$ cat src/verilog/cnn_pkg.sv
`default_nettype none

package cnn_pkg;

	// input frame, raster order
	localparam int IMAGE_COLS = 12;
	localparam int IMAGE_ROWS = 12;
	// window edge of every C1 kernel
	localparam int KERNEL = 5;
	// valid convolution positions per frame
	localparam int CONV_COLS = IMAGE_COLS - KERNEL + 1;
	localparam int CONV_ROWS = IMAGE_ROWS - KERNEL + 1;
	localparam int C1_MAPS = 2;
	// 25 weights plus the bias
	localparam int TAPS = KERNEL * KERNEL + 1;
	localparam int COEF_WORDS = C1_MAPS * TAPS;
	localparam int PIX_W = 8;
	// 25 signed 16-bit products plus bias fit in 20 bits
	localparam int ACC_W = 20;
	localparam int AXI_ADDR_W = 8;
	// AXI4-Lite response codes
	localparam logic [1:0] AXI_OKAY = 2'b00;
	localparam logic [1:0] AXI_SLVERR = 2'b10;

	typedef logic signed [PIX_W-1:0] pix_t;
	typedef logic signed [ACC_W-1:0] acc_t;

	// [row][col], row 0 oldest line, col 0 oldest column
	typedef pix_t [KERNEL-1:0][KERNEL-1:0] window_t;

	// bias on top, so tap t of a map sits at bits t*PIX_W
	typedef struct packed {
		pix_t bias;
		pix_t [KERNEL*KERNEL-1:0] weight;
	} map_coef_t;

	// word m*TAPS+t of the register file lands at bits (m*TAPS+t)*PIX_W
	typedef struct packed {
		map_coef_t [C1_MAPS-1:0] map;
	} coef_t;

	// one sample of every feature map, with its strobe
	typedef struct packed {
		logic valid;
		acc_t [C1_MAPS-1:0] value;
	} feat_t;

	// coefficient slave FSM
	typedef enum logic [1:0] {
		AXIL_IDLE,
		AXIL_WRESP,
		AXIL_RDATA
	} axil_state_e;

endpackage

`default_nettype wire

$ cat src/verilog/coef_regs.sv
`default_nettype none

module coef_regs (
	input logic clk,
	input logic rst_n,
	input logic awvalid,
	output logic awready,
	input logic [cnn_pkg::AXI_ADDR_W-1:0] awaddr,
	input logic wvalid,
	output logic wready,
	input logic [31:0] wdata,
	output logic bvalid,
	input logic bready,
	output logic [1:0] bresp,
	input logic arvalid,
	output logic arready,
	input logic [cnn_pkg::AXI_ADDR_W-1:0] araddr,
	output logic rvalid,
	input logic rready,
	output logic [31:0] rdata,
	output logic [1:0] rresp,
	output cnn_pkg::coef_t coef
);
	import cnn_pkg::*;

	axil_state_e state;
	// word index, one 32-bit slot per coefficient
	logic [AXI_ADDR_W-3:0] wr_idx;
	logic [AXI_ADDR_W-3:0] rd_idx;
	logic wr_ok;
	logic rd_ok;
	// flat coefficient store, map-major then tap
	pix_t [COEF_WORDS-1:0] words;
	pix_t rd_word;

	// byte address to word index
	assign wr_idx = awaddr[AXI_ADDR_W-1:2];
	assign rd_idx = araddr[AXI_ADDR_W-1:2];
	// beyond map 1 bias nothing is mapped
	assign wr_ok = wr_idx < COEF_WORDS;
	assign rd_ok = rd_idx < COEF_WORDS;
	assign rd_word = rd_ok ? words[rd_idx] : '0;
	// address and data always accepted together
	assign wready = awready;
	// index m*TAPS+t lines up with coef.map[m], tap t (tap 25 = bias)
	assign coef = words;

	// store low byte on the write handshake, out-of-range writes dropped
	always_ff @(posedge clk or negedge rst_n) begin
		if (!rst_n) begin
			words <= '0;
		end else if (state == AXIL_IDLE && awready && wr_ok) begin
			words[wr_idx] <= wdata[PIX_W-1:0];
		end
	end

	always_ff @(posedge clk or negedge rst_n) begin
		if (!rst_n) begin
			state <= AXIL_IDLE;
			awready <= 1'b0;
			arready <= 1'b0;
			bvalid <= 1'b0;
			bresp <= AXI_OKAY;
			rvalid <= 1'b0;
			rresp <= AXI_OKAY;
			rdata <= '0;
		end else begin
			// ready strobes last one cycle
			awready <= 1'b0;
			arready <= 1'b0;
			case (state)
				AXIL_IDLE: begin
					if (awready) begin
						// write handshake this cycle
						bvalid <= 1'b1;
						bresp <= wr_ok ? AXI_OKAY : AXI_SLVERR;
						state <= AXIL_WRESP;
					end else if (arready) begin
						rvalid <= 1'b1;
						rresp <= rd_ok ? AXI_OKAY : AXI_SLVERR;
						// sign-extend the stored byte
						rdata <= {{(32-PIX_W){rd_word[PIX_W-1]}}, rd_word};
						state <= AXIL_RDATA;
					end else if (awvalid && wvalid) begin
						// writes win over a read in the same cycle
						awready <= 1'b1;
					end else if (arvalid) begin
						arready <= 1'b1;
					end
				end
				AXIL_WRESP: begin
					// hold bvalid until the master takes it
					if (bready) begin
						bvalid <= 1'b0;
						state <= AXIL_IDLE;
					end
				end
				AXIL_RDATA: begin
					if (rready) begin
						rvalid <= 1'b0;
						state <= AXIL_IDLE;
					end
				end
				default: state <= AXIL_IDLE;
			endcase
		end
	end

endmodule

`default_nettype wire

$ cat config.mk
export PLATFORM = sky130hd
export DESIGN_NAME = coef_regs
export DESIGN_NICKNAME = d
export VERILOG_FILES = /design/src/verilog/cnn_pkg.sv /design/src/verilog/coef_regs.sv
export SDC_FILE = /design/constraint.sdc
export NUM_CORES = 1
export LEC_CHECK = 0
export BUFFER_PORTS_ARGS = -buffer_cell sky130_fd_sc_hd__buf_2
export CORE_MARGIN = 2
export CORE_UTILIZATION = 50
export DETAILED_ROUTE_END_ITERATION = 7
export HOLD_SLACK_MARGIN = 0.03
export PLACE_DENSITY = 0.78
export SETUP_SLACK_MARGIN = 0.4
export SYNTH_ARGS = -nofsm -noshare
export SYNTH_HDL_FRONTEND = slang
export SYNTH_SLANG_ARGS = --single-unit
$ cat constraint.sdc
create_clock -name clk -period 2.6 [get_ports clk]
set_clock_uncertainty 0.15 [all_clocks]
set_input_delay 0.26 -clock clk [delete_from_list [all_inputs] [get_ports clk]]
set_output_delay 0.26 -clock clk [all_outputs]
set_load 0.05 [all_outputs]
==> impl_metrics.csv <==
group,metric,value,unit
status,status,"finished, final reports clean",
setup_path,critPathKind,"reg -> reg",
clock_tree,clk_latency,0.59,ns
global_route,grt-ovfl-total,0,
power_and_ir_drop,powerDensity,761.5,nW/um2
route,ant_nets,0,
route,dr_wl_met2,32.81,mm
cells_and_area,final_util,64.22,%
place,dp_hpwl,49.54,mm
logic_synthesis,ys_top_cells_by_area,"dfrtp_1 (53%), mux2_2 (24%), mux4_2 (9.1%), buf_4 (1.4%), mux2i_1 (1.3%)",
logic_synthesis,avgSynthCellArea,14.72,um2
setup_path,crit_buf_inv,1,
setup_path,reg2reg_to,"rdata[4]",
timing,final.setup.tns,0,ns
global_route,grt_usage,33.02,%
route,vias,14875,
cells_and_area,finalNonFillerCells,2463,
route,drc,0,
place,place.gp.congestion,0.8991,
setup_path,cp.arrival,2.64,ns
clock_tree,cts_buffers,46,
place,portBuffers,481,
logic_synthesis,synthDistinctLibCells,60,
timing,holdWs,0.06462,ns
logic_synthesis,synth_commonest_cells,"mux2_2 (435), dfrtp_1 (432), mux4_2 (82)",
clock_tree,htree_levels,2,
cells_and_area,multiInputGateArea,8921,um2
setup_path,reg2reg_depth,5,
setup_path,end_kind,"flop",
timing,timing.final.ws_setup,0.3237,ns
setup_path,crit-reg2reg-launch,"state[0]",
cells_and_area,final_area,25570,um2
cells_and_area,drive_gt1_share,64.71,%
setup_path,startpoint_type,"flop",
route,wl_met1,27.74,mm
power_and_ir_drop,p_leak,13.73,nW
place,placedCellCount,2362,
route,drtIter0Drc,915,
timing,max_slew_margin,35.21,%
timing,setup_viol,0,
global_route,grt_pass1_vias,15011,
worst_hold_path,hold_path.class,"in -> async",
cells_and_area,register_area,10810,um2
global_route,grt_pass1_wl,101.5,mm
route,routed-wl-met3,6.122,mm
setup_path,cpMaxStageDelayCell,"or4b_4",
place,pre_cts_ws,-0.1512,ns
setup_path,slowest_delay,0.60,ns
logic_synthesis,synth_seq_area_share,53.36,%
global_route,grt_start_max_net_pins,92,
timing,slew_viol_final,0,
power_and_ir_drop,total_power,19.48,mW
timing,rsz0062_at_grt,"yes",
setup_path,cp_max_fo,8,
clock_tree,cts_root_buf,"clkbuf_16",
cells_and_area,syn_to_final_growth,26.23,%
logic_synthesis,synth_edf_count,0,
floorplan,io_pins,512,
job,cap_violations,0,
route,top_layer,"met5",
route,wl_per_cell,28.16,um
floorplan,fp.dieH,205.3,um
place,place_area,23760,um2
route,drt-total-wl,69.35,mm
logic_synthesis,synth_ff_type,"dfrtp_1",
logic_synthesis,yosysTopAreaCell,"dfrtp_1",
route,first_pass_iters,5,
global_route,antenna_found_initial,1,
logic_synthesis,async_flop_share,100.0,%
setup_path,crit_family,"simple AND/OR/NAND/NOR gates",
setup_path,cp.required,2.96,ns
logic_synthesis,ys_seq_elements,432,
setup_path,regToRegSetupSlack,0.32,ns
timing,finalHoldViolCount,0,
clock_tree,path_clk_slew,0.06,ns
clock_tree,cts_tree,"yes",
power_and_ir_drop,ir_drop,0.0005522,V
setup_path,cp_cell_sequence,"buf_4 > or4b_4 > or2_2 > o22ai_1 > o211a_1",
cells_and_area,fill_cells,2987,
logic_synthesis,synth_most_common_cell,"mux2_2",
route,vias_per_cell,6.039,
timing,max_freq,439.3,MHz
logic_synthesis,yosysTopAreaCellShare,53.36,%
logic_synthesis,yosysWarnings,0,
floorplan,start_util,50.88,%
floorplan,design.core.area,39820,um2
floorplan,die_w,205.3,um
logic_synthesis,synthesis.instances,1376,
timing,tightest_slew,0.9473,ns
floorplan,die-area,42150,um2
clock_tree,clock_sinks,432,
cells_and_area,layout.nets,1961,
clock_tree,ctsLongestPathBuffers,3,
timing,finalCritPeriodShare,87.55,%
timing,timing.final.crit_period,2.276,ns
logic_synthesis,netlist_area,20260,um2
cells_and_area,antennaDiodeCount,0,
floorplan,rows,73,
-- kinds of logic (layout without fill, tap and decap cells) --
group | count (synthesis) | count (layout) | synth area share (%)
simple gates | 179 | 179 | 5.305
compound gates | 87 | 87 | 3.199
other cells | 1 | 2 | 0.01851
flops | 432 | 432 | 53.36
mux | 550 | 550 | 34.96
buf+inv | 127 | 688 | 3.162
-- final cells by class --
type                    instances  share of cell area (%)
inverters                       5                 0.07339
multi-input cells             818                   34.88
clock inverters                12                  0.4697
well taps                     525                   2.568
clock buffers                  68                   5.230
flip-flops and latches        432                   42.28
repair buffers                603                   14.49
-- state kept, by name, indices dropped and copies added, names as in the netlist --
| register | cells |
|---|---|
| arready | 1 |
| awready | 1 |
| bresp | 1 |
| bvalid | 1 |
| coef | 416 |
| rdata | 8 |
| rresp | 1 |
| rvalid | 1 |
| state | 2 |
-- metal layers --
metal  up-vias  GRT usage (%)
li1       6164              -
met1      7836          43.97
met2       744          52.43
met3       129          8.790
met4         2          11.87
met5         -              0
-- layout by cell type (no fill, tap or decap), types with 7 or more instances in the layout --
cell type | Yosys | final
buf_4 | 38 | 86
nor2_1 | 14 | 13
clkbuf_1 | 66 | 15
a2111oi_0 | 10 | 10
nand2_2 | 19 | 22
mux4_2 | 82 | 82
o21ai_0 | 14 | 12
dlygate4sd3_1 | 0 | 9
mux2_2 | 435 | 435
buf_12 | 0 | 27
mux2i_1 | 27 | 27
dfrtp_1 | 432 | 429
nand2_1 | 47 | 42
a22oi_1 | 8 | 8
clkinv_2 | 0 | 7
nor2_2 | 23 | 21
nor2_4 | 7 | 10
buf_2 | 10 | 478
clkbuf_16 | 0 | 49
nor2b_1 | 13 | 13
o221ai_1 | 7 | 7
a21oi_1 | 9 | 9
-- where the power goes --
group	total [mW]	internal [mW]	switching [mW]
Combinational	5.21	1.40	3.81
Clock	6.46	3.75	2.71
Sequential	7.80	7.28	0.520
-- how the worst max path moves through the flow --
stage	startpoint	end	slack (ns)	cells past startpoint
after floorplan	araddr[2]	rdata[0]	0.35	8
after global placement	araddr[3]	rdata[1]	-0.14	8
final	state[0]	rdata[4]	0.32	5
after CTS	awready	rdata[5]	0.33	4
after detailed placement	araddr[3]	rdata[1]	-0.15	8
after global routing	state[0]	rdata[4]	0.31	5
-- what timing repair did --
item | in CTS | in global routing
setup endpoints to repair | 379 | 423
gates resized for setup | 12 | 10
hold endpoints to repair | 400 | 0
hold buffers | 9 | 0
buffers inserted | 6 | 6
pin swaps | 5 | 7
Note: power is estimated with default switching activity, not from simulation.
