**config.mk**
```make
export PLATFORM = sky130hd
export DESIGN_NAME = pixel_window
export DESIGN_NICKNAME = d
export VERILOG_FILES = /design/src/verilog/cnn_pkg.sv /design/src/verilog/pixel_window.sv
export SDC_FILE = /design/constraint.sdc
export NUM_CORES = 1
export LEC_CHECK = 0
export BUFFER_PORTS_ARGS = -buffer_cell sky130_fd_sc_hd__buf_2
export CORE_MARGIN = 4
export CORE_UTILIZATION = 40
export CTS_CLUSTER_SIZE = 8
export DETAILED_ROUTE_END_ITERATION = 8
export GPL_ROUTABILITY_DRIVEN = 0
export PLACE_DENSITY = 0.6
export SLEW_MARGIN = 20
export SYNTH_ARGS = -nofsm -noshare
export SYNTH_HDL_FRONTEND = slang
export SYNTH_SLANG_ARGS = --single-unit
```
**constraint.sdc**
```tcl
create_clock -name clk -period 4.5 [get_ports clk]
set_clock_uncertainty 0.2 [all_clocks]
set_input_delay 0.45 -clock clk [delete_from_list [all_inputs] [get_ports clk]]
set_output_delay 0.45 -clock clk [all_outputs]
set_load 0.05 [all_outputs]
```
**src/verilog/cnn_pkg.sv**
```systemverilog
`default_nettype none

package cnn_pkg;

	// input frame, raster order
	localparam int IMAGE_COLS = 12;
	localparam int IMAGE_ROWS = 12;
	// window edge of every C1 kernel
	localparam int KERNEL = 5;
	// valid convolution positions per frame
	localparam int CONV_COLS = IMAGE_COLS - KERNEL + 1;
	localparam int CONV_ROWS = IMAGE_ROWS - KERNEL + 1;
	localparam int C1_MAPS = 2;
	// 25 weights plus the bias
	localparam int TAPS = KERNEL * KERNEL + 1;
	localparam int COEF_WORDS = C1_MAPS * TAPS;
	localparam int PIX_W = 8;
	// 25 signed 16-bit products plus bias fit in 20 bits
	localparam int ACC_W = 20;
	localparam int AXI_ADDR_W = 8;
	// AXI4-Lite response codes
	localparam logic [1:0] AXI_OKAY = 2'b00;
	localparam logic [1:0] AXI_SLVERR = 2'b10;

	typedef logic signed [PIX_W-1:0] pix_t;
	typedef logic signed [ACC_W-1:0] acc_t;

	// [row][col], row 0 oldest line, col 0 oldest column
	typedef pix_t [KERNEL-1:0][KERNEL-1:0] window_t;

	// bias on top, so tap t of a map sits at bits t*PIX_W
	typedef struct packed {
		pix_t bias;
		pix_t [KERNEL*KERNEL-1:0] weight;
	} map_coef_t;

	// word m*TAPS+t of the register file lands at bits (m*TAPS+t)*PIX_W
	typedef struct packed {
		map_coef_t [C1_MAPS-1:0] map;
	} coef_t;

	// one sample of every feature map, with its strobe
	typedef struct packed {
		logic valid;
		acc_t [C1_MAPS-1:0] value;
	} feat_t;

	// coefficient slave FSM
	typedef enum logic [1:0] {
		AXIL_IDLE,
		AXIL_WRESP,
		AXIL_RDATA
	} axil_state_e;

endpackage

`default_nettype wire

```
**src/verilog/pixel_window.sv**
```systemverilog
`default_nettype none

module pixel_window (
	input logic clk,
	input logic rst_n,
	input logic pix_valid,
	input cnn_pkg::pix_t pix,
	output cnn_pkg::window_t win,
	output logic win_valid
);
	import cnn_pkg::*;

	// raster position of the incoming pixel
	logic [$clog2(IMAGE_COLS)-1:0] col;
	logic [$clog2(IMAGE_ROWS)-1:0] row;
	// line_buf[k] holds image row (current - 1 - k)
	pix_t line_buf [KERNEL-1][IMAGE_COLS];
	// column entering the window, index 0 is the top (oldest) line
	pix_t [KERNEL-1:0] new_col;

	// four lines above plus the live pixel
	always_comb begin
		for (int r = 0; r < KERNEL - 1; r++) begin
			new_col[r] = line_buf[KERNEL-2-r][col];
		end
		new_col[KERNEL-1] = pix;
	end

	// counters only move on accepted pixels
	always_ff @(posedge clk or negedge rst_n) begin
		if (!rst_n) begin
			col <= '0;
			row <= '0;
			win_valid <= 1'b0;
		end else begin
			// window fully inside once row and col reach 4
			win_valid <= pix_valid && row >= KERNEL - 1 && col >= KERNEL - 1;
			if (pix_valid) begin
				if (col == IMAGE_COLS - 1) begin
					col <= '0;
					// frame wrap
					if (row == IMAGE_ROWS - 1) begin
						row <= '0;
					end else begin
						row <= row + 1'b1;
					end
				end else begin
					col <= col + 1'b1;
				end
			end
		end
	end

	// line buffers and window shift together
	always_ff @(posedge clk) begin
		if (pix_valid) begin
			// push this column one line deeper
			line_buf[0][col] <= pix;
			for (int k = 1; k < KERNEL - 1; k++) begin
				line_buf[k][col] <= line_buf[k-1][col];
			end
			// shift left, newest column lands at index KERNEL-1
			for (int r = 0; r < KERNEL; r++) begin
				win[r] <= {new_col[r], win[r][KERNEL-1:1]};
			end
		end
	end

endmodule

`default_nettype wire

```
==> results.sh, run 1 <==
export IMPL_crit_slowest_cell="dfrtp_4"
export IMPL_grt_most_used_layer="met2"
export IMPL_ioPinCount=212
export IMPL_synthDistinctLibCells=30
export IMPL_hpwl_um=22280
export IMPL_netlist_area_um2=20970
export IMPL_switchingPower_mw=5.624
export IMPL_crit_type="reg -> reg"
export IMPL_finalNonFillerCells=1879
export IMPL_die_area_um2=56140
export IMPL_fmax_mhz=316.1
export IMPL_nets=1185
export IMPL_start_kind="flip-flop"
export IMPL_cts_buffers=84
export IMPL_internal_power_mw=12.38
export IMPL_holdWs_ns=0.04355
export IMPL_ant_nets=0
export IMPL_cp_max_fo=40
export IMPL_grt_pass1_wl_um=65230
export IMPL_fin_setup_tns_ns=0
export IMPL_grt_util_met1_pct=19.55
export IMPL_swShare_pct=31.25
export IMPL_period_needed_ns=3.164
export IMPL_core_um2=51610
export IMPL_grt_max_degree=120
export IMPL_ys_seq_area_share_pct=84.72
export IMPL_path_cells="buf_12 > buf_4 > mux4_2 > a22oi_1 > nand2_1"
export IMPL_status="complete, no violations"
export IMPL_p_leak_nw=8.778
export IMPL_synth_edf_count=584
export IMPL_fin_crit_sh_pct=70.31
export IMPL_htree_levels=3
export IMPL_fillers=4132
export IMPL_firstDrtPassIters=4
export IMPL_cts_max_path_buffers=3
export IMPL_rows=83
export IMPL_clock_latency_ns=0.60
export IMPL_syn_nets=892
export IMPL_antenna_found_initial=0
export IMPL_crit_arrival_ns=3.20
export IMPL_ys_ff_latch=593
export IMPL_ys_async_sr_fraction_pct=1.518
export IMPL_cp_data_required_time_ns=4.54
export IMPL_cap_violations=0
export IMPL_synth_avg_cell_area_um2=23.96
export IMPL_postCtsSetupRepairBufs=0
export IMPL_route_detailed_drc=0
export IMPL_worstMarginPinSlew_ns=0.9443
export IMPL_clockRootBuffer="clkbuf_16"
export IMPL_die_height_um=236.9
export IMPL_drive_above_1_share_pct=36.89
export IMPL_postSynthCellCount=875
export IMPL_track_usage_pct=15.31
export IMPL_critPathMaxStageDelay_ns=0.97
export IMPL_pwr_share_comb_pct=23.0
export IMPL_grt_use_met2_pct=26.53
export IMPL_wirelength_um=42870
export IMPL_relSlewSlack_pct=37.05
export IMPL_die_x_um=236.9
export IMPL_tritoncts="yes"
export IMPL_multiInputGateArea_um2=3040
export IMPL_clk_pin_slew_ns=0.05
export IMPL_finalHoldViolCount=0
export IMPL_gr_usage_met3_pct=3.063
export IMPL_ctsResizeCount=0
export IMPL_maxSlewViolCount=0
export IMPL_ir_worst_vdd_mv=0.3207
export IMPL_powerDensity_nw_per_um2=708.5
export IMPL_dp_cells=1754
export IMPL_yosysWarningCount=0
export IMPL_hp_class="in -> reg"
export IMPL_setup_violations_final=0
export IMPL_io_buffers=211
export IMPL_synth_flop_cell="edfxtp_1"
export IMPL_cts_sinks=593
export IMPL_num_vias=9637
export IMPL_grt_pass1_vias=10440
export IMPL_initial_utilization_pct=40.62
export IMPL_pwr_share_seq_pct=45.9
export IMPL_wl_per_cell_um=22.82
export IMPL_drtIter0Drc=733
export IMPL_clock_power_share_pct=31.2
export IMPL_rsz0062_at_grt="false"
export IMPL_cp_end_kind="flip-flop"
export IMPL_seq_area_um2=17770
export IMPL_overflow=0
export IMPL_syn2layout_area_growth_pct=21.16
export IMPL_routed_via_density=5.129
export IMPL_postCtsHoldBufs=8
[worst max-delay path: cells and delay by family, from the launching register on]
| kind | cells | cell delay (ns) |
|---|---|---|
| buf+inv | 2 | 0.63 |
| mux | 1 | 0.53 |
| flops | 1 | 0.97 |
| simple gates | 1 | 0.27 |
| compound gates | 1 | 0.19 |
[synthesized netlist by cell type (all sizes together), types with 3 or more instances]
cell type	n	area, um2
mux4	96	2162
o21ai	6	30.03
a22oi	32	240.2
nand2	71	266.5
nor2	6	22.52
dfrtp	9	225.2
edfxtp	584	17540
and3	5	31.28
clkbuf	18	67.56
ha	6	75.07
buf	19	140.1
nor3	3	15.01
[power groups by stage]
stage	logic, mW	clock network [mW]	registers [mW]
6_report	4.14	5.61	8.25
5_1_grt	4.41	6.05	8.36
4_1_cts	4.20	5.78	8.29
3_5_place_dp	4.18	0	8.38
3_3_place_gp	4.13	0	8.35
2_1_floorplan	1.89	0	9.27
[placed cells by master, fill, tap and decap left out, drive strengths merged, types with 2 or more instances in the layout]
cell,count
and3,5
nor2,6
a22o,2
mux4,96
dfrtp,9
nor2b,2
clkbuf,109
nand2,71
mux2,2
buf,236
inv,6
ha,6
dlygate4sd3,8
clkinv,2
o21ai,6
edfxtp,584
a22oi,32
nor3,3
nand3,2
[per-layer routing]
metal / vias up / share of wire [%] / wire (um)
li1: 4222 / - / -
met1: 5100 / 41 / 17760
met5: - / 0 / 0
met4: 0 / 1.6 / 702
met2: 263 / 52 / 22300
met3: 52 / 4.9 / 2116
[cell families (layout without fill, tap and decap cells)]
logic type	Yosys count	in the layout	synth area share (%)
adders and majority gates	6	6	0.3580
AOI/OAI and AO/OA	43	43	1.492
DFF	593	593	84.72
and+or+nand+nor	94	94	1.898
muxes	99	99	10.47
other	0	1	0
xor gates and xnor gates	1	1	0.04178
buffers and inverters	39	362	1.026
[cell type report]
cell class | instances | share of cell area, %
Sequential cell | 593 | 69.95
Multi-Input combinational cell | 243 | 11.97
Clock buffer | 109 | 8.812
Timing Repair Buffer | 244 | 5.546
Tap cell | 680 | 3.349
Clock inverter | 7 | 0.3349
Inverter | 2 | 0.02955
Antenna cell | 1 | 0.009851
[flip-flops by register name, summed over array words and instances, names as in the netlist]
register and cells:
win_valid 1, col 4, line_buf 384, win 200, row 4
[stage by stage]
step / area, um2 / utilization, % / setup WS (ns) / power [mW]
after global routing: 25400 / 49.21 / 1.045 / 18.81
final: 25400 / 49.22 / 1.336 / 18.00
after detailed placement: 23000 / 44.56 / 1.278 / 12.56
after floorplan: 20970 / - / 0.4295 / 11.16
after CTS: 25400 / 49.21 / 1.227 / 18.26
after global placement: 23000 / 44.56 / 1.271 / 12.47
[final timing paths]
path,from,endpoint,slack [ns],depth (start not counted)
setup reg to reg,col[0],line_buf[3][50],1.34,5
hold / removal,pix[2],line_buf[0][10],0.04,1
setup / recovery,col[0],line_buf[3][50],1.34,5
max in group asynchronous,rst_n,col[0],3.83,2
hold reg to reg,win[53],win[45],0.23,0
min in group asynchronous,rst_n,col[1],0.05,2
Note: power is estimated with default switching activity, not from simulation.
==> inputs of run 2 (changes only) <==
Clock period 4.5 ns to 3.3 ns, I/O delays scaled along.
==> run 2 against run 1 <==
Effect of this change: maximum frequency rose by 18%; wire length fell by 0.35%; flip-flop and latch count did not move; die area did not move; via count rose by 1.6%.
==> results.sh, run 2 (synthesis gave the netlist of run 1 again) <==
export IMPL_status="complete, no violations"
export IMPL_cp_data_required_time_ns=3.35
export IMPL_fin_setup_tns_ns=0
export IMPL_maxSlewViolCount=0
export IMPL_io_buffers=211
export IMPL_relSlewSlack_pct=43.57
export IMPL_cp_end_kind="flip-flop"
export IMPL_num_vias=9791
export IMPL_antenna_found_initial=0
export IMPL_wl_per_cell_um=22.56
export IMPL_cts_buffers=84
export IMPL_ant_nets=0
export IMPL_regMostFlops="line_buf"
export IMPL_finalWorstSetupSlack_ns=0.6168
export IMPL_cts_sinks=593
export IMPL_reg_largest_list="line_buf x384, win x200"
export IMPL_worstMarginPinSlew_ns=0.8464
export IMPL_syn2layout_area_growth_pct=22.56
export IMPL_initial_utilization_pct=40.62
export IMPL_routed_via_density=5.169
export IMPL_firstDrtPassIters=5
export IMPL_clk_pin_slew_ns=0.05
export IMPL_hpwl_um=23570
export IMPL_critPathBufInv=2
export IMPL_pre_cts_ws_ns=0.6130
export IMPL_die_height_um=236.9
export IMPL_htree_levels=3
export IMPL_final_cell_mix="edfxtp_1, buf_2, mux4_2, clkbuf_16, nand2_1"
export IMPL_setup_violations_final=0
export IMPL_grt_pass1_wl_um=64110
export IMPL_rrSetupSlack_ns=0.62
export IMPL_postLayoutCoreUtil_pct=49.79
export IMPL_final_common_cell="edfxtp_1"
export IMPL_drive_above_1_share_pct=38.06
export IMPL_drtIter0Drc=826
export IMPL_crit_arrival_ns=2.73
export IMPL_ctsResizeCount=0
export IMPL_multiInputGateArea_um2=3059
export IMPL_core_um2=51610
export IMPL_cts_max_path_buffers=3
export IMPL_crit_slowest_cell="dfrtp_4"
export IMPL_ir_worst_vdd_mv=0.3744
export IMPL_crit_type="reg -> reg"
export IMPL_cap_violations=0
export IMPL_grt_pass1_vias=10240
export IMPL_route_detailed_drc=0
export IMPL_track_usage_pct=15.13
export IMPL_cp_top_family="flip-flops"
export IMPL_die_area_um2=56140
export IMPL_rsz0062_at_grt="false"
export IMPL_clock_latency_ns=0.60
export IMPL_clockRootBuffer="clkbuf_16"
export IMPL_start_kind="flip-flop"
export IMPL_largest_reg_flops=384
export IMPL_seq_area_um2=17770
export IMPL_p_leak_nw=8.927
export IMPL_overflow=0
export IMPL_path_cells="buf_12 > buf_4 > mux4_2 > a22oi_1 > nand2_1"
export IMPL_fillers=4142
export IMPL_rows=83
export IMPL_powerDensity_nw_per_um2=960.7
export IMPL_period_needed_ns=2.683
export IMPL_finalHoldViolCount=0
export IMPL_wirelength_um=42720
export IMPL_die_x_um=236.9
export IMPL_ioPinCount=212
export IMPL_tritoncts="yes"
export IMPL_fmax_mhz=372.7
export IMPL_grt_max_degree=73
export IMPL_fin_crit_sh_pct=81.31
export IMPL_hp_class="reg -> reg"
export IMPL_critPathMaxStageDelay_ns=0.67
export IMPL_nets=1208
export IMPL_insertedDiodeCount=0
export IMPL_cp_max_fo=18
## run 2: per-layer routing
metal  global-route usage, %  vias to the layer above  part of all wire (%)  routed length [um]
met5                       0                        -                     0                   0
met4                   4.512                        0                   2.4                1007
met3                   3.611                       80                   5.9                2528
met2                   24.92                      296                    50               21210
met1                   20.25                     5158                    42               17980
li1                        -                     4257                     -                   -
## run 2: what timing repair did
item,4_1_cts,5_1_grt
setup endpoints to repair,0,0
hold buffers,11,0
setup buffers,0,0
endpoints found under the hold margin,120,0
## run 2: layout make-up
| class | count | share of cell area (%) |
|---|---|---|
| flip-flops and latches | 593 | 69.15 |
| repair buffers | 267 | 6.573 |
| clock buffers | 103 | 8.706 |
| clock inverters | 6 | 0.3262 |
| well taps | 680 | 3.311 |
| multi-input cells | 243 | 11.90 |
| inverters | 2 | 0.02921 |
## run 2: worst paths after layout
check | from | end | cells past startpoint
max | col[0] | line_buf[1][40] | 5
min | win[21] | win[13] | 0
max reg2reg | col[0] | line_buf[1][40] | 5
min reg2reg | win[21] | win[13] | 0
max in group asynchronous | rst_n | col[1] | 3
min in group asynchronous | rst_n | col[3] | 3
## run 2: worst reg2reg max path, delay by kind of cell, from the launching register on
kind	cells	cell delay, ns
AO/OA/AOI/OAI	1	0.19
buffers and inverters	2	0.48
flip-flops	1	0.67
multiplexers	1	0.52
AND/OR/NAND/NOR	1	0.27
## run 2: stage by stage
| step | std cells | power, mW | instance area [um2] | hold slack (ns) |
|---|---|---|---|---|
| 6_report | 1894 | 24.69 | 25700 | 0.2269 |
| 5_1_grt | 1894 | 25.80 | 25700 | 0.2362 |
| 4_1_cts | 1894 | 25.06 | 25700 | 0.2322 |
| 3_5_place_dp | 1774 | 17.31 | 23270 | 0.01963 |
| 3_3_place_gp | 1774 | 17.17 | 23270 | 0.02037 |
| 2_1_floorplan | 875 | 15.22 | 20980 | -0.1656 |
## run 2: power breakdown
group | total (mW) | internal (mW) | switching (mW)
logic | 5.91 | 1.69 | 4.21
registers | 11.2 | 10.6 | 0.581
clock network | 7.61 | 4.75 | 2.86
==> inputs of run 3 (changes only) <==
Settings changed: ABC_AREA set to 1, PLACE_DENSITY 0.6 to 0.62.
Clock period 3.3 ns to 2.3 ns, I/O delays scaled along.
==> run 3 against run 2 <==
Effect of this change: setup slack worse by 0.49 ns; global-route usage is 1.5 points higher; die area up 11%; worst hold slack better by 0.0097 ns; flip-flop and latch count unchanged; highest routed layer unchanged.
==> results.sh, run 3 <==
export IMPL_hpwl_um=29130
export IMPL_num_vias=14230
export IMPL_cp_max_fo=21
export IMPL_syn_nets=1934
export IMPL_fin_crit_sh_pct=94.65
export IMPL_relSlewSlack_pct=58.85
export IMPL_cap_violations=0
export IMPL_htree_levels=3
export IMPL_multiInputGateArea_um2=3709
export IMPL_period_needed_ns=2.177
export IMPL_p_leak_nw=12.18
export IMPL_synth_avg_cell_area_um2=12.16
export IMPL_wirelength_um=51670
export IMPL_crit_top_cell="nand2_1"
export IMPL_cts_buffers=84
export IMPL_final_cell_mix="nand2_1, edfxtp_1, inv_1, nand3_1, buf_2"
export IMPL_tritoncts="yes"
export IMPL_status="complete, no violations"
export IMPL_reg_largest_list="line_buf x384, win x200"
export IMPL_routed_via_density=4.735
export IMPL_clk_pin_slew_ns=0.06
export IMPL_nets=2234
export IMPL_dpl_cell_area_um2=25790
export IMPL_cp_top_family="simple AND/OR/NAND/NOR gates"
export IMPL_postSynthCellCount=1917
export IMPL_synth_flop_cell="edfxtp_1"
export IMPL_synth_top_area_share_pct=75.21
export IMPL_setup_violations_final=0
export IMPL_initial_utilization_pct=40.42
export IMPL_die_area_um2=62220
export IMPL_synth_edf_count=584
export IMPL_cp_end_kind="flip-flop"
export IMPL_fmax_mhz=459.4
export IMPL_syn2layout_area_growth_pct=21.06
export IMPL_fin_area_um2=28230
export IMPL_track_usage_pct=16.59
export IMPL_cts_sinks=593
export IMPL_ys_ff_latch=593
export IMPL_grt_max_degree=105
export IMPL_path_cells="inv_4 > buf_4 > nand2_1 > nand3_1 > nand2_1 > nand2_1 > nand3_1"
export IMPL_maxSlewViolCount=0
export IMPL_ys_async_sr_fraction_pct=1.518
export IMPL_grt_pass1_wl_um=81340
export IMPL_netlist_top_cells_count="nand2_1, edfxtp_1, inv_1"
export IMPL_worstMarginPinSlew_ns=0.6173
export IMPL_postLayoutCoreUtil_pct=48.93
export IMPL_ant_nets=0
export IMPL_synth_area_leaders="edfxtp_1, nand2_1, inv_1"
export IMPL_hp_class="reg -> reg"
export IMPL_synthDistinctLibCells=21
export IMPL_crit_slowest_cell="dfrtp_4"
export IMPL_synth_largest_area_cell="edfxtp_1"
export IMPL_powerDensity_nw_per_um2=1317
export IMPL_insertedDiodeCount=0
export IMPL_drtIter0Drc=1128
export IMPL_antenna_found_initial=0
export IMPL_drive_above_1_share_pct=17.63
export IMPL_rows=88
export IMPL_wl_per_cell_um=17.19
export IMPL_firstDrtPassIters=6
export IMPL_cp_data_required_time_ns=2.31
export IMPL_start_kind="flip-flop"
export IMPL_io_buffers=211
export IMPL_fillers=5066
export IMPL_core_um2=57700
export IMPL_regMostFlops="line_buf"
export IMPL_clockRootBuffer="clkbuf_16"
export IMPL_holdWs_ns=0.2366
export IMPL_ir_worst_vdd_mv=0.7221
export IMPL_overflow=0
export IMPL_cts_max_path_buffers=3
export IMPL_largest_reg_flops=384
export IMPL_postCtsSetupRepairBufs=0
export IMPL_power_total_mw=37.17
export IMPL_clock_latency_ns=0.62
export IMPL_critPathMaxStageDelay_ns=0.53
export IMPL_ioPinCount=212
export IMPL_ys_seq_area_share_pct=76.17
export IMPL_netlist_area_um2=23320
export IMPL_crit_arrival_ns=2.19
export IMPL_critPathBufInv=2
export IMPL_grt_pass1_vias=14530
export IMPL_route_detailed_drc=0
export IMPL_crit_type="reg -> reg"
export IMPL_yosysWarningCount=0
export IMPL_synth_most_common_cell="nand2_1"
export IMPL_finalHoldViolCount=0
export IMPL_seq_area_um2=17770
export IMPL_final_common_cell="nand2_1"
export IMPL_die_height_um=249.4
export IMPL_die_x_um=249.4
[run 3: cell families (layout without fill, tap and decap cells)]
family | after synthesis | in the layout | synth area share (%)
flops | 593 | 593 | 76.17
compound gates | 7 | 7 | 0.1502
buf+inv | 468 | 792 | 8.472
simple gates | 843 | 843 | 14.88
fa+ha+maj | 6 | 6 | 0.3219
[run 3: routing by layer]
layer / part of all wire, % / up-vias / track usage [%]
li1: - / 6778 / -
met1: 43 / 6853 / 21.56
met2: 48 / 488 / 27.50
met3: 6.4 / 113 / 3.460
met4: 2.7 / 0 / 6.583
met5: 0 / - / 0
[run 3: path summary, 6_finish.rpt]
kind	startpoint	to	slack (ns)	cells past startpoint
min	win[68]	win[60]	0.24	0
max in group asynchronous	rst_n	col[0]	1.01	3
min in group asynchronous	rst_n	col[0]	0.49	3
min reg2reg	win[68]	win[60]	0.24	0
max reg2reg	col[0]	line_buf[1][7]	0.12	7
max	col[0]	line_buf[1][7]	0.12	7
[run 3: report_power, final]
group | switching, mW | internal (mW) | total, mW
combinational | 8.00 | 2.66 | 10.7
sequential | 0.601 | 15.1 | 15.7
clock | 4.19 | 6.66 | 10.8
[run 3: repair_timing]
item,4_1_cts,5_1_grt
setup endpoints to repair,0,130
hold endpoints to repair,134,0
hold buffers,11,0
resized for setup,0,10
[run 3: final cells by class]
cell class / instances / share of cell area (%)
Clock inverter: 6 / 0.2216
Sequential cell: 593 / 62.94
Clock buffer: 104 / 7.863
Multi-Input combinational cell: 856 / 13.14
Inverter: 394 / 5.248
Timing Repair Buffer: 288 / 7.202
Tap cell: 765 / 3.391
[run 3: metrics by stage]
step	setup WS, ns	setup TNS [ns]	cells
after CTS	0.02742	0	3006
final	0.1230	0	3006
after floorplan	-0.3702	-34.62	1917
after global placement	0.1544	0	2885
after detailed placement	0.06174	0	2885
after global routing	-0.0008775	-0.003388	3006
