===== src/verilog/cnn_pkg.sv =====
`default_nettype none

package cnn_pkg;

	// input frame, raster order
	localparam int IMAGE_COLS = 12;
	localparam int IMAGE_ROWS = 12;
	// window edge of every C1 kernel
	localparam int KERNEL = 5;
	// valid convolution positions per frame
	localparam int CONV_COLS = IMAGE_COLS - KERNEL + 1;
	localparam int CONV_ROWS = IMAGE_ROWS - KERNEL + 1;
	localparam int C1_MAPS = 2;
	// 25 weights plus the bias
	localparam int TAPS = KERNEL * KERNEL + 1;
	localparam int COEF_WORDS = C1_MAPS * TAPS;
	localparam int PIX_W = 8;
	// 25 signed 16-bit products plus bias fit in 20 bits
	localparam int ACC_W = 20;
	localparam int AXI_ADDR_W = 8;
	// AXI4-Lite response codes
	localparam logic [1:0] AXI_OKAY = 2'b00;
	localparam logic [1:0] AXI_SLVERR = 2'b10;

	typedef logic signed [PIX_W-1:0] pix_t;
	typedef logic signed [ACC_W-1:0] acc_t;

	// [row][col], row 0 oldest line, col 0 oldest column
	typedef pix_t [KERNEL-1:0][KERNEL-1:0] window_t;

	// bias on top, so tap t of a map sits at bits t*PIX_W
	typedef struct packed {
		pix_t bias;
		pix_t [KERNEL*KERNEL-1:0] weight;
	} map_coef_t;

	// word m*TAPS+t of the register file lands at bits (m*TAPS+t)*PIX_W
	typedef struct packed {
		map_coef_t [C1_MAPS-1:0] map;
	} coef_t;

	// one sample of every feature map, with its strobe
	typedef struct packed {
		logic valid;
		acc_t [C1_MAPS-1:0] value;
	} feat_t;

	// coefficient slave FSM
	typedef enum logic [1:0] {
		AXIL_IDLE,
		AXIL_WRESP,
		AXIL_RDATA
	} axil_state_e;

endpackage

`default_nettype wire


===== src/verilog/max_pool.sv =====
`default_nettype none

module max_pool (
	input logic clk,
	input logic rst_n,
	input cnn_pkg::feat_t conv,
	output cnn_pkg::feat_t pool_out
);
	import cnn_pkg::*;

	// position within the convolution map
	logic [$clog2(CONV_COLS)-1:0] col;
	logic [$clog2(CONV_ROWS)-1:0] row;
	// pooled column, col / 2
	logic [$clog2(CONV_COLS)-2:0] pair_col;
	// even-column sample, waiting for its odd neighbour
	acc_t [C1_MAPS-1:0] pair_q;
	acc_t [C1_MAPS-1:0] pair_max;
	// per-pair max of the even row
	acc_t [C1_MAPS-1:0] half_row [CONV_COLS/2];
	logic pool_valid;
	acc_t [C1_MAPS-1:0] pool_value;

	function automatic acc_t max_acc(input acc_t a, input acc_t b);
		return (a > b) ? a : b;
	endfunction

	assign pair_col = col[$clog2(CONV_COLS)-1:1];

	always_comb begin
		for (int m = 0; m < C1_MAPS; m++) begin
			pair_max[m] = max_acc(pair_q[m], conv.value[m]);
		end
	end

	// sample counters and output strobe
	always_ff @(posedge clk or negedge rst_n) begin
		if (!rst_n) begin
			col <= '0;
			row <= '0;
			pool_valid <= 1'b0;
		end else begin
			// bottom-right of each 2x2 block
			pool_valid <= conv.valid && col[0] && row[0];
			if (conv.valid) begin
				if (col == CONV_COLS - 1) begin
					col <= '0;
					if (row == CONV_ROWS - 1) begin
						row <= '0;
					end else begin
						row <= row + 1'b1;
					end
				end else begin
					col <= col + 1'b1;
				end
			end
		end
	end

	always_ff @(posedge clk) begin
		if (conv.valid) begin
			if (!col[0]) begin
				pair_q <= conv.value;
			end else if (!row[0]) begin
				// top half of the block
				half_row[pair_col] <= pair_max;
			end else begin
				// bottom pair against the stored top pair
				for (int m = 0; m < C1_MAPS; m++) begin
					pool_value[m] <= max_acc(pair_max[m], half_row[pair_col][m]);
				end
			end
		end
	end

	assign pool_out = '{valid: pool_valid, value: pool_value};

endmodule

`default_nettype wire


===== config.mk =====
export PLATFORM = sky130hd
export DESIGN_NAME = max_pool
export DESIGN_NICKNAME = d
export VERILOG_FILES = /design/src/verilog/cnn_pkg.sv /design/src/verilog/max_pool.sv
export SDC_FILE = /design/constraint.sdc
export NUM_CORES = 1
export LEC_CHECK = 0
export BUFFER_PORTS_ARGS = -buffer_cell sky130_fd_sc_hd__clkbuf_2
export CAP_MARGIN = 20
export CORE_ASPECT_RATIO = 0.5
export CORE_MARGIN = 3
export CORE_UTILIZATION = 45
export DETAILED_ROUTE_END_ITERATION = 8
export MAX_ROUTING_LAYER = met4
export PLACE_DENSITY_LB_ADDON = 0.1
export SLEW_MARGIN = 30
export SYNTH_ARGS = -nofsm -noshare
export SYNTH_HDL_FRONTEND = slang
export SYNTH_SLANG_ARGS = --single-unit

===== constraint.sdc =====
create_clock -name clk -period 5.2 [get_ports clk]
set_input_delay 0 -clock clk [delete_from_list [all_inputs] [get_ports clk]]
set_output_delay 0 -clock clk [all_outputs]
set_load 0.01 [all_outputs]

==> results.yml, run 1 <==
logic_synthesis:
  yosysSeqAreaShare_pct: 63.60
  synth.net_count: 828
  synth_seq_cells: 247
  postSynthCellCount: 701
  syn-cell-area_sq_um: 11610
  synth_area_per_cell_sq_um: 16.56
  ys_types: 45
  yosysWarnings: 0
finish:
  layout_common_cells: "edfxtp_1, inv_1, ha_1"
  fin_nets: 979
  stdcell_count: 1204
  fillerInstances: 1997
  postLayoutCoreUtil_pct: 55.93
  final_common_cell: "edfxtp_1"
  stdcell_area_sq_um: 13800
  diodes: 0
  drive_above_1_share_pct: 32.03
  area_growth_pct: 18.89
min_path:
  hold_path.startpoint: "conv[8]"
  hp-class: "in -> reg"
floorplan:
  die_h_um: 119.6
  io_pins: 84
  rows: 40
  core_area_sq_um: 24670
  die_area_sq_um: 27870
  start_util_pct: 47.04
  die_x_um: 233.1
route:
  drt_iter0_markers: 376
  antenna_left: 0
  wl_per_cell_um: 20.17
  dr.pass1.iters: 4
  vias: 6321
  via_per_inst: 5.250
  drc: 0
  wl_um: 24280
global_route:
  grt_pass1_vias: 6673
  grt_usage_pct: 18.50
  grt_overflow: 0
  antenna_found_initial: 0
  grt_max_degree: 42
  grt_pass1_wl_um: 38490
critical_path:
  path_buf_inv: 3
  cp_cell_sequence: "ha_1 -> a21oi_2 -> o21ai_1 -> a221o_1 -> a2111oi_2 -> mux2i_4 -> buf_12 -> mux2_4 -> ha_1 -> nand4_1 -> nor4_1 -> inv_1 -> o221ai_2 -> buf_4 -> mux2_2"
  critical_path.slowest_cell: "a2111oi_2"
  critPathLaunchType: "register"
  path_common_cell: "ha_1"
  rrSetupSlack_ps: 310
  required_ps: 5460
  worstPathMaxFanout: 17
  cp-end-kind: "register"
  critPathLaunch: "pair_q[7]"
  arrival_ps: 5150
  path_class: "reg -> reg"
  slowest_delay_ps: 520
  worst_path_dominant_cell_family: "compound AO/OA/AOI/OAI gates"
  timing.rr.start: "pair_q[7]"
clock_tree:
  cts_tree: "yes"
  clockBufferDepth: 3
  ctsRootBufferMaster: "clkbuf_16"
  cts_sinks: 247
  cts.clk_slew.worst_paths_ps: 60
  h-tree-depth: 1
  numCtsBuffers: 23
  clock_latency_ps: 520
pwr:
  p_comb_share_pct: 34.2
  seqPwrFrac_pct: 40.5
  power.share.switching_pct: 30.47
  power.density_nw_per_um2: 499.0
  p_sw_mw: 2.098
  p_int_mw: 4.787
  clkPwrFrac_pct: 25.3
  ir_drop_v: 0.0002538
  p_total_mw: 6.886
  leakage_nw: 5.347
timing:
  finalCritPeriodShare_pct: 94.06
  clock.fmax_ghz: 0.2045
  slew_viol_final: 0
  finalSetupTns_ps: 0
  relSlewSlack_pct: 45.21
  rsz0062_at_grt: "false"
  finalSetupViolations: 0
  tightest_slew_ps: 821.9
  finalHoldViolCount: 0
  fin_skew_ps: 10.52
  period_needed_ps: 4891
placement:
  dp.cells: 1118
  place.gp.congestion: 0.7525
  dpl.hpwl_um: 15720
  placed_area_sq_um: 12570
  port_buffers: 83
run:
  drv_cap: 0
run_status:
  status: "finished clean"
==> power groups by stage <==
stage	Sequential [mW]	Clock, mW	Combinational [mW]
after floorplan	2.72	0	1.73
after global placement	2.83	0	2.32
after detailed placement	2.84	0	2.35
after CTS	2.80	1.78	2.40
after global routing	2.82	1.86	2.63
final	2.79	1.74	2.36
==> synthesized netlist by cell type (all sizes together) <==
cell type	number	share of area, %
a2111oi	1	0.13
a211o	1	0.075
a211oi	3	0.19
a21boi	2	0.13
a21o	9	0.58
a21oi	26	1.2
a221o	2	0.17
a22o	1	0.075
a31oi	2	0.11
and2	1	0.054
and3	3	0.16
and4	3	0.26
buf	8	0.44
clkbuf	11	0.36
dfrtp	7	1.5
edfxtp	240	62
ha	84	9.1
inv	88	2.8
mux2	85	8.9
mux2i	2	0.17
mux4	40	7.8
nand2	14	0.45
nand2b	2	0.11
nand3	5	0.22
nand3b	1	0.065
nand4	18	0.97
nor2	6	0.19
nor2b	4	0.22
nor3	3	0.13
nor4	5	0.27
nor4bb	1	0.086
o211ai	2	0.13
o21ai	18	0.78
o221ai	1	0.075
o31a	1	0.075
or3	1	0.054
==> registers in the layout, summed over array words and instances, names as in the netlist <==
signal      flops
col             3
row             3
pair_q         40
pool_valid      1
pool_out       40
half_row      160
==> cell families (layout without fill, tap and decap cells) <==
family | after synthesis | in the layout | synth area share [%]
compound gates | 69 | 69 | 3.676
fa+ha+maj | 84 | 84 | 9.055
buf+inv | 107 | 274 | 3.643
flops | 247 | 247 | 63.60
mux | 127 | 127 | 16.79
simple gates | 67 | 67 | 3.234
==> per-stage QoR <==
step           hold slack (ps)  setup WS, ps
2_1_floorplan           -295.6         658.9
3_3_place_gp            -153.5         266.2
3_5_place_dp            -149.3         252.7
4_1_cts                  203.5         214.1
5_1_grt                  227.4         36.09
6_report                 230.4         309.1
==> cell type report <==
class,instances,area [sq um],area share [%]
Clock buffer,33,643.1,4.660
Clock inverter,8,123.9,0.8976
Inverter,88,330.3,2.394
Multi-Input combinational cell,347,3881,28.13
Sequential cell,247,7387,53.53
Tap cell,336,420.4,3.047
Timing Repair Buffer,145,1013,7.344
==> path summary, 6_finish.rpt <==
kind,endpoint,cells past startpoint
setup / recovery,pool_out[17],15
hold / removal,pair_q[8],2
setup reg to reg,pool_out[17],15
hold reg to reg,row[2],1
max in group asynchronous,col[1],3
min in group asynchronous,pool_valid,3
==> repair_timing <==
item,in CTS,in global routing
resized for setup,0,2
hold buffers,43,0
setup endpoints to repair,0,35
hold endpoints to repair,213,0
buffers inserted,0,2
==> routing by layer <==
metal | global-route usage, % | share of wire, %
met3 | 3.250 | 5.0
met4 | 2.573 | 1.0
met2 | 29.52 | 48
met5 | - | 0
met1 | 25.79 | 46
No activity file was read; power rests on OpenSTA's default activity.
==> run 2: changes to the inputs <==
--- a/config.mk
+++ b/config.mk
@@ -7,6 +7,8 @@
 export LEC_CHECK = 0
 export BUFFER_PORTS_ARGS = -buffer_cell sky130_fd_sc_hd__clkbuf_2
 export CAP_MARGIN = 20
+export CELL_PAD_IN_SITES_DETAIL_PLACEMENT = 1
+export CELL_PAD_IN_SITES_GLOBAL_PLACEMENT = 1
 export CORE_ASPECT_RATIO = 0.5
 export CORE_MARGIN = 3
 export CORE_UTILIZATION = 45
==> results.yml, run 2 (synthesized netlist as in run 1, its figures left out) <==
route:
  dr.pass1.iters: 4
  antenna_left: 0
  wl_um: 25450
  drc: 0
  vias: 6474
  drt_iter0_markers: 382
  via_per_inst: 5.377
  wl_per_cell_um: 21.14
finish:
  final_common_cell: "edfxtp_1"
  diodes: 0
  stdcell_area_sq_um: 13690
  fillerInstances: 2346
  drive_above_1_share_pct: 31.80
  top_register: "half_row"
  fin_nets: 982
  area_growth_pct: 17.96
  largest_register_ffs: 160
  layout_common_cells: "edfxtp_1, inv_1, ha_1"
critical_path:
  cp_cell_sequence: "ha_1 -> nand4_1 -> nor4_2 -> a21boi_1 -> nor4_1 -> o21ai_2 -> buf_4 -> buf_4 -> mux2_2 -> ha_1 -> a21o_1 -> a21o_1 -> a21oi_1 -> o21ai_0 -> a211o_1 -> mux2i_2 -> buf_4 -> mux2_2"
  timing.rr.start: "pair_q[39]"
  timing.rr.end: "pool_out[37]"
  critical_path.slowest_cell: "edfxtp_1"
  arrival_ps: 5180
  cp-end-kind: "register"
  required_ps: 5460
  r2r.worst_path.cells: 18
  critPathLaunchType: "register"
  critical_path.endpoint: "pool_out[37]"
  rrSetupSlack_ps: 290
  worstPathMaxFanout: 9
  slowest_delay_ps: 400
  path_class: "reg -> reg"
  path_common_cell: "buf_4"
  critPathLaunch: "pair_q[39]"
clock_tree:
  ctsRootBufferMaster: "clkbuf_16"
  clock_latency_ps: 510
  cts.clk_slew.worst_paths_ps: 70
  h-tree-depth: 1
  cts_sinks: 247
  numCtsBuffers: 23
  clockBufferDepth: 3
  cts_tree: "yes"
run:
  drv_cap: 0
min_path:
  hp-class: "in -> reg"
timing:
  period_needed_ps: 4915
  fin_skew_ps: 11.11
  finalSetupViolations: 0
  slew_viol_final: 0
  finalSetupTns_ps: 0
  relSlewSlack_pct: 40.49
  finalHoldViolCount: 0
  clock.fmax_ghz: 0.2035
  tightest_slew_ps: 892.7
  finalCritPeriodShare_pct: 94.51
  rsz0062_at_grt: "false"
  worst_hold_slack_ps: 234.8
pwr:
  seqPwrFrac_pct: 41.5
  p_sw_mw: 2.103
  leakage_nw: 5.309
  power.density_nw_per_um2: 488.3
  p_int_mw: 4.583
  power.share.switching_pct: 31.45
  p_comb_share_pct: 36.1
  clkPwrFrac_pct: 22.4
  p_total_mw: 6.686
  ir_drop_v: 0.0002150
placement:
  place.gp.congestion: 0.7393
  placed_area_sq_um: 12570
  dpl.hpwl_um: 17340
  port_buffers: 83
floorplan:
  start_util_pct: 47.04
  die_h_um: 119.6
  io_pins: 84
  core_area_sq_um: 24670
  die_x_um: 233.1
  die_area_sq_um: 27870
  rows: 40
global_route:
  grt_max_degree: 30
  grt_pass1_vias: 7225
  antenna_found_initial: 0
  grt_overflow: 0
  grt_pass1_wl_um: 40410
  grt_usage_pct: 19.54
run_status:
  status: "finished clean"
run 2: changes by cell type in the layout (fill, tap and decap cells not counted), sizes merged:
cell      change
bufinv        -3
buf           +3
clkinvlp      -1
clkbuf        -8
clkinv        +9
run 2: area by class of cell:
cell class / instances / area [sq um] / share of cell area (%)
Sequential cell: 247 / 7385 / 53.93
Inverter: 88 / 330.3 / 2.412
Clock buffer: 25 / 583.1 / 4.258
Clock inverter: 13 / 55.05 / 0.4021
Timing Repair Buffer: 148 / 1023 / 7.475
Tap cell: 336 / 420.4 / 3.070
Multi-Input combinational cell: 347 / 3895 / 28.45
run 2: critical path, delay by kind of cell, from the launching register on:
| kind | cells | cell delay, ps |
|---|---|---|
| fa+ha+maj | 2 | 690 |
| flops | 1 | 400 |
| simple gates | 3 | 710 |
| mux | 3 | 990 |
| buf+inv | 3 | 550 |
| compound gates | 7 | 1300 |
run 2: worst min-delay path by stage:
stage	depth (start not counted)	startpoint	slack, ps	endpoint
5_1_grt	2	conv[19]	230	pair_q[19]
4_1_cts	2	conv[6]	210	pair_q[6]
2_1_floorplan	0	rst_n	-300	col[0]
3_3_place_gp	1	rst_n	-150	col[0]
3_5_place_dp	1	rst_n	-140	col[0]
6_report	2	conv[10]	230	pair_q[10]
run 2: through the flow:
stage / utilization (%) / worst slack (ps) / std cells
floorplan: - / 658.9 / 701
global placement: 50.92 / 163.7 / 1120
detailed placement: 50.95 / 72.11 / 1121
CTS: 55.28 / 77.14 / 1202
global route: 55.49 / 0.9774 / 1204
finish: 55.49 / 285.4 / 1204
run 2: timing repair:
action | CTS | global route
hold buffers | 43 | 0
setup buffers | 0 | 2
endpoints found under the setup margin | 0 | 37
gates resized for setup | 0 | 3
hold endpoints to repair | 213 | 0
run 2: power groups by stage:
stage | Combinational, mW | Sequential (mW) | Clock (mW)
3_3_place_gp | 2.32 | 2.81 | 0
2_1_floorplan | 1.73 | 2.72 | 0
3_5_place_dp | 2.40 | 2.83 | 0
6_report | 2.41 | 2.78 | 1.50
4_1_cts | 2.44 | 2.79 | 1.54
5_1_grt | 2.68 | 2.81 | 1.63
run 2: routing by layer:
metal | part of all wire [%] | vias to the layer above | global-route usage, %
li1 | - | 3030 | -
met1 | 46 | 3312 | 25.76
met2 | 49 | 103 | 32.87
met3 | 3.3 | 29 | 3.178
met4 | 1.4 | 0 | 3.187
met5 | 0 | - | -
==> run 3: changes to the inputs <==
--- a/config.mk
+++ b/config.mk
@@ -5,13 +5,14 @@
 export SDC_FILE = /design/constraint.sdc
 export NUM_CORES = 1
 export LEC_CHECK = 0
+export ABC_AREA = 1
 export BUFFER_PORTS_ARGS = -buffer_cell sky130_fd_sc_hd__clkbuf_2
 export CAP_MARGIN = 20
 export CELL_PAD_IN_SITES_DETAIL_PLACEMENT = 1
 export CELL_PAD_IN_SITES_GLOBAL_PLACEMENT = 1
 export CORE_ASPECT_RATIO = 0.5
 export CORE_MARGIN = 3
-export CORE_UTILIZATION = 45
+export CORE_UTILIZATION = 44
 export DETAILED_ROUTE_END_ITERATION = 8
 export MAX_ROUTING_LAYER = met4
 export PLACE_DENSITY_LB_ADDON = 0.1
==> results.yml, run 3 <==
logic_synthesis:
  async_flop_share_pct: 2.834
  synth_area_leader_cell: "edfxtp_1"
  synth_seq_cells: 247
  synth.net_count: 1257
  synth_area_per_cell_sq_um: 10.90
  synthSimpleGateAreaFrac_pct: 17.17
  yosysWarnings: 0
  ys_types: 29
  synth_top_family_by_area: "simple AND/OR/NAND/NOR gates"
  synth_top_area_share_pct: 58.54
  syn-cell-area_sq_um: 12310
  yosysMostFrequentCell: "nand2_1"
  synthFlopType: "edfxtp_1"
  synth-edff-count: 240
  yosysSeqAreaShare_pct: 59.96
  synth_adder_area_share_pct: 8.537
  synthTopCellsByCount: "nand2_1, edfxtp_1, inv_1"
  synth-compound-area-share_pct: 6.941
  synth-xor-area-share_pct: 0
  postSynthCellCount: 1130
  synthMuxAreaShare_pct: 0
  yosys-top-cells-area: "edfxtp_1, ha_1, nand2_1, inv_1, a22oi_1"
clock_tree:
  cts_sinks: 247
  numCtsBuffers: 24
  ctsRootBufferMaster: "clkbuf_16"
  h-tree-depth: 1
  clockBufferDepth: 3
  cts.clk_slew.worst_paths_ps: 70
  cts_tree: "yes"
  clock_latency_ps: 530
finish:
  postLayoutCoreUtil_pct: 53.36
  top_register: "half_row"
  fin_nets: 1387
  final_common_cell: "nand2_1"
  area_growth_pct: 16.85
  diodes: 0
  stdcell_area_sq_um: 14390
  largest_register_ffs: 160
  drive_above_1_share_pct: 12.92
  layout_common_cells: "nand2_1, edfxtp_1, inv_1"
pwr:
  p_int_mw: 4.794
  ir_drop_v: 0.0002301
  clkPwrFrac_pct: 22.4
  p_total_mw: 7.758
  p_sw_mw: 2.964
  seqPwrFrac_pct: 36.3
  power.share.switching_pct: 38.20
  power.density_nw_per_um2: 539.3
  leakage_nw: 6.269
  p_comb_share_pct: 41.3
route:
  vias: 8465
  wl_um: 30530
  antenna_left: 0
  drt_iter0_markers: 473
  via_per_inst: 5.127
  drc: 0
  wl_per_cell_um: 18.49
  dr.pass1.iters: 5
critical_path:
  path_class: "reg -> reg"
  required_ps: 5480
  critPathLaunchType: "register"
  arrival_ps: 4860
  cp-end-kind: "register"
  worstPathMaxFanout: 21
  rrSetupSlack_ps: 620
placement:
  place.gp.congestion: 0.8598
  dpl.hpwl_um: 21320
  placed_area_sq_um: 13180
  place_ws_ps: 470.1
  port_buffers: 83
timing:
  finalHoldViolCount: 0
  finalCritPeriodShare_pct: 88.05
  finalSetupTns_ps: 0
  relSlewSlack_pct: 38.03
  clock.fmax_ghz: 0.2184
  finalSetupViolations: 0
  slew_viol_final: 0
  fin_ws_ps: 621.6
  rsz0062_at_grt: "false"
  tightest_slew_ps: 928.2
  period_needed_ps: 4578
  fin_skew_ps: 10.25
global_route:
  grt_pass1_vias: 9065
  grt_usage_pct: 21.10
  antenna_found_initial: 0
  grt_max_degree: 41
  grt_overflow: 0
  grt_pass1_wl_um: 49230
floorplan:
  die_area_sq_um: 30150
  start_util_pct: 45.67
  core_area_sq_um: 26960
  rows: 42
  die_x_um: 242.6
  io_pins: 84
  die_h_um: 124.3
run:
  drv_cap: 0
min_path:
  hp-class: "in -> reg"
run_status:
  status: "finished clean"
-- run 3: logic make-up after synthesis --
family / Yosys count
buffers and inverters: 223
AOI/OAI and AO/OA: 119
DFF: 247
adders and majority gates: 84
and+or+nand+nor: 457
-- run 3: stage by stage --
step / instances / hold WS (ps)
global placement: 1565 / -155.8
finish: 1651 / 198.1
CTS: 1651 / 178.7
floorplan: 1130 / -295.6
global route: 1651 / 188.6
detailed placement: 1565 / -149.3
-- run 3: area by class of cell --
| type | instances | area (sq um) |
|---|---|---|
| clock buffer | 30 | 644.4 |
| fill | 2904 | 12570 |
| multi-input combinational | 660 | 4094 |
| sequential | 247 | 7382 |
| inverter | 186 | 698.2 |
| timing repair buffer | 141 | 983.4 |
| tap | 374 | 467.9 |
| clock inverter | 13 | 116.4 |
-- run 3: worst paths after layout --
| kind | cells past startpoint | to | start |
|---|---|---|---|
| setup / recovery | 23 | pool_out[6] | pair_q[19] |
| hold / removal | 2 | pair_q[10] | conv[10] |
| setup reg to reg | 23 | pool_out[6] | pair_q[19] |
| hold reg to reg | 2 | row[2] | row[2] |
| max in group asynchronous | 3 | row[2] | rst_n |
| min in group asynchronous | 3 | col[0] | rst_n |
-- run 3: power by group through the flow --
| stage | Clock (mW) | Sequential [mW] | Combinational [mW] |
|---|---|---|---|
| after detailed placement | 0 | 2.86 | 3.18 |
| final | 1.73 | 2.82 | 3.20 |
| after floorplan | 0 | 2.87 | 2.18 |
| after global placement | 0 | 2.85 | 3.03 |
| after global routing | 1.85 | 2.85 | 3.67 |
| after CTS | 1.77 | 2.82 | 3.23 |
-- run 3: worst max-delay path, stage by stage, from the launching register on --
cell	delay [ps]
edfxtp_1	430
ha_1	370
nand2_1	140
inv_1	50
nand2_1	60
nand2_1	50
a21oi_1	300
nand4_1	170
nand2_2	320
nand3_1	160
and2_1	260
ha_1	340
nand2_1	80
nor2_1	140
nand2_1	110
nor2_1	120
nand3_1	140
nand4_1	120
nand2_1	70
nor2_1	110
buf_4	260
inv_1	310
nand2_1	160
nand2_1	60
-- run 3: what timing repair did --
action                                 4_1_cts  5_1_grt
setup endpoints to repair                    0       25
resized for setup                            0        2
endpoints found under the hold margin       92        0
hold buffers                                43        0
buffers inserted                             0        0
-- run 3: per-layer routing --
metal	part of all wire [%]	track usage (%)	wire length, um	vias to the layer above
met5	0	-	0	-
met4	1.1	2.929	333	0
met3	3.3	3.119	999	30
met2	46	33.33	14030	113
met1	50	29.86	15160	4216
li1	-	-	-	4106
